[src/logic/clic_config.svh]
//////////////////////////////////////////////////////////////////////
// CLIC subsystem sizes
// Source count and field widths shared by all CLIC blocks
//////////////////////////////////////////////////////////////////////

`ifndef CLIC_CONFIG_SVH
`define CLIC_CONFIG_SVH

// Number of level-sensitive interrupt sources
`define CLIC_NUM_SRC 16

// Width of a source id, log2 of the source count
`define CLIC_ID_WIDTH 4

// Width of an interrupt level, also used by mintthresh
`define CLIC_LVL_WIDTH 8

`endif

[src/logic/clic_pkg.sv]
//////////////////////////////////////////////////////////////////////
// CLIC package
// Privilege encoding and machine trap state seen by the controller
//////////////////////////////////////////////////////////////////////

`include "clic_config.svh"

package clic_pkg;

  // Core privilege mode
  // Only user and machine exist here, encoded as in the RISC-V spec
  typedef enum logic [1:0] {
    PRIV_LVL_U = 2'b00,
    PRIV_LVL_M = 2'b11
  } priv_lvl_e;

  //////////////////////////////////////////////////////////////////////
  // Machine trap state
  //////////////////////////////////////////////////////////////////////

  // Global machine interrupt enable and its stacked copy,
  // current interrupt level and its stacked copy, and the
  // software threshold below which interrupts are masked
  typedef struct packed {
    // mstatus.mie
    logic                       mie;
    // mstatus.mpie
    logic                       mpie;
    // mintstatus.mil
    logic [`CLIC_LVL_WIDTH-1:0] mil;
    // mcause.mpil
    logic [`CLIC_LVL_WIDTH-1:0] mpil;
    // mintthresh.th
    logic [`CLIC_LVL_WIDTH-1:0] mintthresh;
  } trap_state_t;

endpackage

[src/logic/clic_irq_if.sv]
//////////////////////////////////////////////////////////////////////
// CLIC selected interrupt bundle
// Winning source from arbiter to controller, no handshake
//////////////////////////////////////////////////////////////////////

`timescale 1ns/1ps
`include "clic_config.svh"

interface clic_irq_if;

  // A pending and enabled source exists
  logic                       irq;
  // Id and level of the winner
  logic [`CLIC_ID_WIDTH-1:0]  id;
  logic [`CLIC_LVL_WIDTH-1:0] level;
  // Winner uses hardware vectoring
  logic                       shv;

  // Arbiter side
  modport arb  (output irq, id, level, shv);
  // Controller side
  modport ctrl (input  irq, id, level, shv);

endinterface

[src/logic/clic_arbiter.sv]
//////////////////////////////////////////////////////////////////////
// CLIC arbiter
// Per-source enable, level and shv registers with max-level select
//////////////////////////////////////////////////////////////////////

`timescale 1ns/1ps
`include "clic_config.svh"

module clic_arbiter (
  input  logic                       clk,
  input  logic                       rst_n,

  // Level-sensitive sources
  input  logic [`CLIC_NUM_SRC-1:0]   irq_src_i,

  // Configuration write port, one source per write
  input  logic                       cfg_we_i,
  input  logic [`CLIC_ID_WIDTH-1:0]  cfg_id_i,
  input  logic                       cfg_en_i,
  input  logic [`CLIC_LVL_WIDTH-1:0] cfg_level_i,
  input  logic                       cfg_shv_i,

  // Selected interrupt to the controller
  clic_irq_if.arb                    sel
);

  // Source configuration
  logic [`CLIC_NUM_SRC-1:0]   en_q;
  logic [`CLIC_NUM_SRC-1:0]   shv_q;
  logic [`CLIC_LVL_WIDTH-1:0] level_q [`CLIC_NUM_SRC];

  // Pending and enabled sources
  logic [`CLIC_NUM_SRC-1:0]   cand;

  // Scan results
  logic                       found;
  logic [`CLIC_ID_WIDTH-1:0]  best_id;
  logic [`CLIC_LVL_WIDTH-1:0] best_level;

  //////////////////////////////////////////////////////////////////////
  // Configuration registers
  //////////////////////////////////////////////////////////////////////

  // All sources come out of reset disabled at level 0
  always_ff @(posedge clk or negedge rst_n) begin
    if (!rst_n) begin
      en_q    <= '0;
      shv_q   <= '0;
      level_q <= '{default: '0};
    end else if (cfg_we_i) begin
      // New settings are visible from the next edge
      en_q[cfg_id_i]    <= cfg_en_i;
      shv_q[cfg_id_i]   <= cfg_shv_i;
      level_q[cfg_id_i] <= cfg_level_i;
    end
  end

  //////////////////////////////////////////////////////////////////////
  // Max-level selection
  //////////////////////////////////////////////////////////////////////

  // Disabled sources never compete
  assign cand = irq_src_i & en_q;

  // Linear scan from id 0 upward
  // Using >= lets a later id take over on equal level
  always_comb begin
    found      = 1'b0;
    best_id    = '0;
    best_level = '0;
    for (int unsigned i = 0; i < `CLIC_NUM_SRC; i++) begin
      if (cand[i] && (!found || (level_q[i] >= best_level))) begin
        found      = 1'b1;
        best_id    = i[`CLIC_ID_WIDTH-1:0];
        best_level = level_q[i];
      end
    end
  end

  // Combinational result, follows the sources in the same cycle
  assign sel.irq   = found;
  assign sel.id    = best_id;
  assign sel.level = best_level;
  assign sel.shv   = shv_q[best_id];

  // The interface must only ever point at a live, enabled source
  a_sel_live : assert property (@(posedge clk) disable iff (!rst_n)
    sel.irq |-> (en_q[sel.id] && irq_src_i[sel.id]))
    else $error("arbiter selected id %0d which is not enabled and pending", sel.id);

endmodule

[src/logic/clic_int_controller.sv]
//////////////////////////////////////////////////////////////////////
// CLIC interrupt controller
// Registers the winner and derives request, wake-up and mnxti status
//////////////////////////////////////////////////////////////////////

`timescale 1ns/1ps
`include "clic_config.svh"

module clic_int_controller (
  input  logic                       clk,
  input  logic                       rst_n,

  // Selected interrupt from the arbiter
  clic_irq_if.ctrl                   sel,

  // Trap state and current mode of the core
  input  clic_pkg::trap_state_t      trap_i,
  input  clic_pkg::priv_lvl_e        priv_lvl_i,

  // To the core
  output logic                       irq_req_o,
  output logic [`CLIC_ID_WIDTH-1:0]  irq_id_o,
  output logic [`CLIC_LVL_WIDTH-1:0] irq_level_o,
  output logic                       irq_shv_o,
  output logic                       irq_wu_o,

  // To the mnxti CSR
  output logic                       mnxti_pending_o,
  output logic [`CLIC_ID_WIDTH-1:0]  mnxti_id_o,
  output logic [`CLIC_LVL_WIDTH-1:0] mnxti_level_o
);

  logic                       global_irq_enable;
  logic                       in_m_mode;
  logic [`CLIC_LVL_WIDTH-1:0] effective_level;

  // Registered copy of the selected interrupt
  logic                       irq_q;
  logic [`CLIC_ID_WIDTH-1:0]  id_q;
  logic [`CLIC_LVL_WIDTH-1:0] level_q;
  logic                       shv_q;

  //////////////////////////////////////////////////////////////////////
  // Input registers
  //////////////////////////////////////////////////////////////////////

  // Valid bit tracks the arbiter every cycle
  always_ff @(posedge clk or negedge rst_n) begin
    if (!rst_n) begin
      irq_q <= 1'b0;
    end else begin
      irq_q <= sel.irq;
    end
  end

  // Payload only loads while an interrupt is present,
  // so the last winner stays visible after its source drops
  always_ff @(posedge clk or negedge rst_n) begin
    if (!rst_n) begin
      id_q    <= '0;
      level_q <= '0;
      shv_q   <= 1'b0;
    end else if (sel.irq) begin
      id_q    <= sel.id;
      level_q <= sel.level;
      shv_q   <= sel.shv;
    end
  end

  //////////////////////////////////////////////////////////////////////
  // Enable and level
  //////////////////////////////////////////////////////////////////////

  assign in_m_mode = (priv_lvl_i == clic_pkg::PRIV_LVL_M);

  // Machine interrupts always enabled from user mode
  assign global_irq_enable = trap_i.mie || !in_m_mode;

  // Larger of threshold and current level
  assign effective_level = (trap_i.mintthresh > trap_i.mil) ? trap_i.mintthresh : trap_i.mil;

  //////////////////////////////////////////////////////////////////////
  // Core outputs
  //////////////////////////////////////////////////////////////////////

  // In M mode the level must beat the effective level,
  // from U mode any nonzero level is enough
  assign irq_req_o = irq_q && global_irq_enable &&
                     (in_m_mode ? (level_q > effective_level) : (level_q != '0));

  // Wake-up uses the live selection so no clock is needed
  assign irq_wu_o = sel.irq &&
                    (in_m_mode ? (sel.level > effective_level) : (sel.level != '0));

  assign irq_id_o    = id_q;
  assign irq_level_o = level_q;
  assign irq_shv_o   = shv_q;

  //////////////////////////////////////////////////////////////////////
  // mnxti outputs
  //////////////////////////////////////////////////////////////////////

  // Ignores mie, compares against the stacked level instead of mil,
  // vectored interrupts are left to hardware
  assign mnxti_pending_o = irq_q &&
                           (level_q > trap_i.mpil) &&
                           (level_q > trap_i.mintthresh) &&
                           !shv_q;

  assign mnxti_id_o    = id_q;
  assign mnxti_level_o = level_q;

  // A request must never reach the core while M mode has interrupts off
  a_no_req_masked : assert property (@(posedge clk) disable iff (!rst_n)
    (in_m_mode && !trap_i.mie) |-> !irq_req_o)
    else $error("interrupt request raised in machine mode with mie clear");

endmodule

[src/logic/clic_trap_state.sv]
//////////////////////////////////////////////////////////////////////
// CLIC machine trap state
// mie, mpie, mil, mpil and mintthresh updated on ack, mret and writes
//////////////////////////////////////////////////////////////////////

`timescale 1ns/1ps
`include "clic_config.svh"

module clic_trap_state (
  input  logic                       clk,
  input  logic                       rst_n,

  // Strobes from the core
  input  logic                       irq_ack_i,
  input  logic                       mret_i,

  // Threshold CSR write
  input  logic                       thresh_we_i,
  input  logic [`CLIC_LVL_WIDTH-1:0] thresh_i,

  // Level of the interrupt being taken
  input  logic [`CLIC_LVL_WIDTH-1:0] irq_level_i,

  // Current state to the controller
  output clic_pkg::trap_state_t      trap_o
);

  clic_pkg::trap_state_t trap_q;
  clic_pkg::trap_state_t trap_d;

  //////////////////////////////////////////////////////////////////////
  // Next state
  //////////////////////////////////////////////////////////////////////

  always_comb begin
    trap_d = trap_q;

    // Trap entry pushes enable and level onto the one-deep stack
    if (irq_ack_i) begin
      trap_d.mpie = trap_q.mie;
      trap_d.mie  = 1'b0;
      trap_d.mpil = trap_q.mil;
      trap_d.mil  = irq_level_i;
    end else if (mret_i) begin
      // Trap return pops them back
      trap_d.mie  = trap_q.mpie;
      trap_d.mpie = 1'b1;
      trap_d.mil  = trap_q.mpil;
    end

    // Threshold is independent of the stack
    if (thresh_we_i) begin
      trap_d.mintthresh = thresh_i;
    end
  end

  //////////////////////////////////////////////////////////////////////
  // State register
  //////////////////////////////////////////////////////////////////////

  // mpie starts set, a first mret turns interrupts on
  always_ff @(posedge clk or negedge rst_n) begin
    if (!rst_n) begin
      trap_q <= '{mie: 1'b0, mpie: 1'b1, mil: '0, mpil: '0, mintthresh: '0};
    end else begin
      trap_q <= trap_d;
    end
  end

  assign trap_o = trap_q;

  // Entry and return cannot retire in the same cycle
  a_ack_mret_excl : assert property (@(posedge clk) disable iff (!rst_n)
    !(irq_ack_i && mret_i))
    else $error("irq_ack_i and mret_i asserted together");

endmodule

[src/logic/clic_subsystem.sv]
//////////////////////////////////////////////////////////////////////
// CLIC subsystem top
// Arbiter, interrupt controller and trap state wired together
//////////////////////////////////////////////////////////////////////

`timescale 1ns/1ps
`include "clic_config.svh"

module clic_subsystem (
  input  logic                       clk,
  input  logic                       rst_n,

  // Interrupt sources
  input  logic [`CLIC_NUM_SRC-1:0]   irq_src_i,

  // Source configuration
  input  logic                       cfg_we_i,
  input  logic [`CLIC_ID_WIDTH-1:0]  cfg_id_i,
  input  logic                       cfg_en_i,
  input  logic [`CLIC_LVL_WIDTH-1:0] cfg_level_i,
  input  logic                       cfg_shv_i,

  // Threshold write
  input  logic                       thresh_we_i,
  input  logic [`CLIC_LVL_WIDTH-1:0] thresh_i,

  // Core status and strobes
  input  clic_pkg::priv_lvl_e        priv_lvl_i,
  input  logic                       irq_ack_i,
  input  logic                       mret_i,

  // Interrupt to the core
  output logic                       irq_req_o,
  output logic [`CLIC_ID_WIDTH-1:0]  irq_id_o,
  output logic [`CLIC_LVL_WIDTH-1:0] irq_level_o,
  output logic                       irq_shv_o,
  output logic                       irq_wu_o,

  // mnxti status
  output logic                       mnxti_pending_o,
  output logic [`CLIC_ID_WIDTH-1:0]  mnxti_id_o,
  output logic [`CLIC_LVL_WIDTH-1:0] mnxti_level_o
);

  // Winner from arbiter to controller
  clic_irq_if u_irq_if ();

  // Trap state back into the controller
  clic_pkg::trap_state_t trap;

  // Select
  clic_arbiter u_clic_arbiter (
    .clk         (clk),
    .rst_n       (rst_n),
    .irq_src_i   (irq_src_i),
    .cfg_we_i    (cfg_we_i),
    .cfg_id_i    (cfg_id_i),
    .cfg_en_i    (cfg_en_i),
    .cfg_level_i (cfg_level_i),
    .cfg_shv_i   (cfg_shv_i),
    .sel         (u_irq_if.arb)
  );

  // Decide
  clic_int_controller u_clic_int_controller (
    .clk             (clk),
    .rst_n           (rst_n),
    .sel             (u_irq_if.ctrl),
    .trap_i          (trap),
    .priv_lvl_i      (priv_lvl_i),
    .irq_req_o       (irq_req_o),
    .irq_id_o        (irq_id_o),
    .irq_level_o     (irq_level_o),
    .irq_shv_o       (irq_shv_o),
    .irq_wu_o        (irq_wu_o),
    .mnxti_pending_o (mnxti_pending_o),
    .mnxti_id_o      (mnxti_id_o),
    .mnxti_level_o   (mnxti_level_o)
  );

  // Commit, the taken level is the registered one the core saw
  clic_trap_state u_clic_trap_state (
    .clk         (clk),
    .rst_n       (rst_n),
    .irq_ack_i   (irq_ack_i),
    .mret_i      (mret_i),
    .thresh_we_i (thresh_we_i),
    .thresh_i    (thresh_i),
    .irq_level_i (irq_level_o),
    .trap_o      (trap)
  );

endmodule

[config.mk]
export PLATFORM = sky130hd
export DESIGN_NAME = clic_subsystem
export DESIGN_NICKNAME = d
export VERILOG_FILES = /design/src/logic/clic_pkg.sv /design/src/logic/clic_irq_if.sv /design/src/logic/clic_arbiter.sv /design/src/logic/clic_int_controller.sv /design/src/logic/clic_trap_state.sv /design/src/logic/clic_subsystem.sv
export VERILOG_INCLUDE_DIRS = /design/src /design/src/logic
export SDC_FILE = /design/constraint.sdc
export NUM_CORES = 1
export LEC_CHECK = 0
export BUFFER_PORTS_ARGS = -buffer_cell sky130_fd_sc_hd__buf_2
export CORE_MARGIN = 2
export CORE_UTILIZATION = 50
export DETAILED_ROUTE_END_ITERATION = 7
export PLACE_DENSITY = 0.66
export SLEW_MARGIN = 20
export SYNTH_ARGS = -nofsm -noshare
export SYNTH_HDL_FRONTEND = slang
export SYNTH_SLANG_ARGS = --single-unit
[constraint.sdc]
create_clock -name clk -period 40.1 [get_ports clk]
set_clock_uncertainty 0.05 [all_clocks]
set_input_delay 2.005 -clock clk [delete_from_list [all_inputs] [get_ports clk]]
set_output_delay 2.005 -clock clk [all_outputs]
set_load 0.1 [all_outputs]
==> reports/metrics.csv <==
metric;value;unit
setup-tns-final;0;ps
wirelength;36390;um
drc;0;
stdcell_area;15190;um^2
crit_type;primary input to output port;
synth_nets;1645;
worstMarginPinSlew;1058;ps
cp.required;38040;ps
synth-seq-cells;200;
io_buffer_count;73;
p_comb_frac;0.640;
async_flop_share;1.000;
fin_crit_sh;0.9213;
yosysUniqueCellTypes;77;
insertion_delay;450;ps
power_frac_seq;0.226;
via_count;11152;
cpMostUsedCell;ha_1;
dr.pass1.iters;5;
grt_max_degree;78;
grt_use_total;0.2566;
ys.flop_type;dfrtp_1;
cts_root_buffer;clkbuf_16;
cts_hold_buf;0;
nets;1678;
netSwitchingPower;676.8;uW
numCtsBuffers;17;
syn2layout_area_growth;8.761;%
grt-ovfl-total;0;
clkTransAtPathRegs;70;ps
critical_path_arrival;34890;ps
dp_hpwl;27220;um
die_w;171.1;um
max_stage_delay;770;ps
startpoint_type;primary input;
synth_area;13970;um^2
synth_top_area_share;0.3565;
initial_core_util;0.5056;
cp_max_fo;25;
yosys.cell_count.top_type;dfrtp_1;
yosys_warnings;0;
peakVddDrop;45.89;uV
yosys-top-cells-area;dfrtp_1, ha_1, mux2_2;
grt_pass1_vias;10876;
setup_viol;0;
core_area;27630;um^2
drv_slew;0;
post_drt_wl_per_cell;19.44;um
ys_seq_area_frac;0.3584;
grt_pass1_wl;58670;um
reg2regPathDepth;133;
first_iter_violations;747;
cellPowerDensity;90.49;nW/um^2
crit_path_top_delay_cell;o41ai_2;
swShare;0.4923;
ys_top_cells_by_count;dfrtp_1, ha_1, mux2_2, nand2_1, o21ai_0;
drive_gt1_frac;0.1941;
placed_area;14540;um^2
ant_nets;0;
maxCapViolCount;0;
rsz0062_at_grt;false;
max_clock_freq;27.07;MHz
cts_tree;built;
dieArea;29290;um^2
diodes;0;
final.min_clock_period;36940;ps
place.gp.congestion;0.9234;
cts_htree_levels;4;
synth_edf_count;0;
avgSynthCellArea;9.647;um^2
die_height;171.1;um
slew_headroom;0.2921;
hold_ws;460.0;ps
hp-class;register to register;
crit_path_end_kind;output port;
vias_per_cell;5.957;
postSynthCellCount;1448;
whs_path_depth;1;
pin_count;74;
leakage;0.007075;uW
cts_buffer_depth;2;
antenna_found_initial;0;
p_int;697.9;uW
status;complete, no violations;
std_cell_rows;61;
yosys.area.top_type;dfrtp_1;
cts.sinks;200;
hold_viol_final;0;
pwr-share-clk;0.134;
## per-stage QoR
step	utilization	setup slack, ps	instances	power, uW
after global routing	0.5499	22.01	1872	1496
after detailed placement	0.5261	2532	1836	1181
after CTS	0.5481	2134	1868	1373
final	0.5499	3156	1872	1375
after floorplan	-	6844	1448	987.7
after global placement	0.5260	3140	1836	1168
## final timing paths
path	endpoint	start	slack (ps)
max	irq_wu_o	irq_src_i[0]	3160
min	u_clic_arbiter.shv_q[8]$_DFFE_PN0P_	u_clic_arbiter.shv_q[8]$_DFFE_PN0P_	460
max reg2reg	u_clic_int_controller.irq_shv_o$_DFFE_PN0P_	u_clic_arbiter.en_q[0]$_DFFE_PN0P_	7980
min reg2reg	u_clic_arbiter.shv_q[8]$_DFFE_PN0P_	u_clic_arbiter.shv_q[8]$_DFFE_PN0P_	460
max in group asynchronous	u_clic_arbiter.level_q[25]$_DFFE_PN0P_	rst_n	37290
min in group asynchronous	u_clic_arbiter.level_q[100]$_DFFE_PN0P_	rst_n	1470
## registers in the layout (all words and copies together) (netlist names)
register / count
u_clic_int_controller.irq_shv_o: 1
u_clic_arbiter.shv_q: 16
u_clic_int_controller.irq_id_o: 4
u_clic_int_controller.irq_level_o: 8
u_clic_arbiter.en_q: 16
u_clic_trap_state.trap_o: 26
u_clic_arbiter.level_q: 128
u_clic_int_controller.irq_q: 1
## repair_timing
action	CTS	global route
gates resized for setup	0	2
buffers inserted	0	2
endpoints found under the setup margin	0	1
## power by group through the flow
stage | combinational (uW) | clock, uW | sequential (uW)
after detailed placement | 867 | 0 | 314
after floorplan | 647 | 0 | 340
final | 880 | 184 | 311
after global routing | 983 | 195 | 318
after CTS | 876 | 187 | 310
after global placement | 855 | 0 | 312
## critical path: cells and delay by family
kind,cells,cell delay [ps]
compound gates,75,18560
simple gates,39,6960
fa+ha+maj,16,4450
buf+inv,11,1760
mux,3,1030
## layer usage
metal  vias to the layer above  wire length [um]  global-route usage
met1                      5511             17420              0.3611
met5                         -                 0                   0
met4                         0               637             0.07001
met2                       240             16980              0.4188
met3                        38              1358             0.03030
li1                       5363                 -                   -
## area by class of cell
cell class / count / area, um^2
multi-input cells: 1103 / 8353
inverters: 76 / 285.3
well taps: 378 / 473.0
repair buffers: 83 / 465.4
fillers: 2526 / 12440
clock buffers: 19 / 452.9
flip-flops and latches: 200 / 5006
clock inverters: 13 / 156.4
## logic make-up after synthesis
| kind of cell | after synthesis | synth area share |
|---|---|---|
| buf+inv | 145 | 0.04470 |
| simple gates | 374 | 0.1267 |
| flops | 200 | 0.3584 |
| fa+ha+maj | 151 | 0.1353 |
| mux | 172 | 0.1364 |
| compound gates | 406 | 0.1985 |
## layout by cell type, fill, tap and decap left out, types with 19 or more instances in the layout
cell	n
a211oi_1	19
a21o_1	50
a21oi_1	91
buf_2	72
dfrtp_1	199
ha_1	151
inv_1	75
mux2_2	147
mux2i_1	25
nand2_1	132
nand2b_1	35
nand3_1	22
nand4_1	20
nor2_1	86
o21a_1	21
o21ai_0	98
Power figures use the tool's default switching activity.
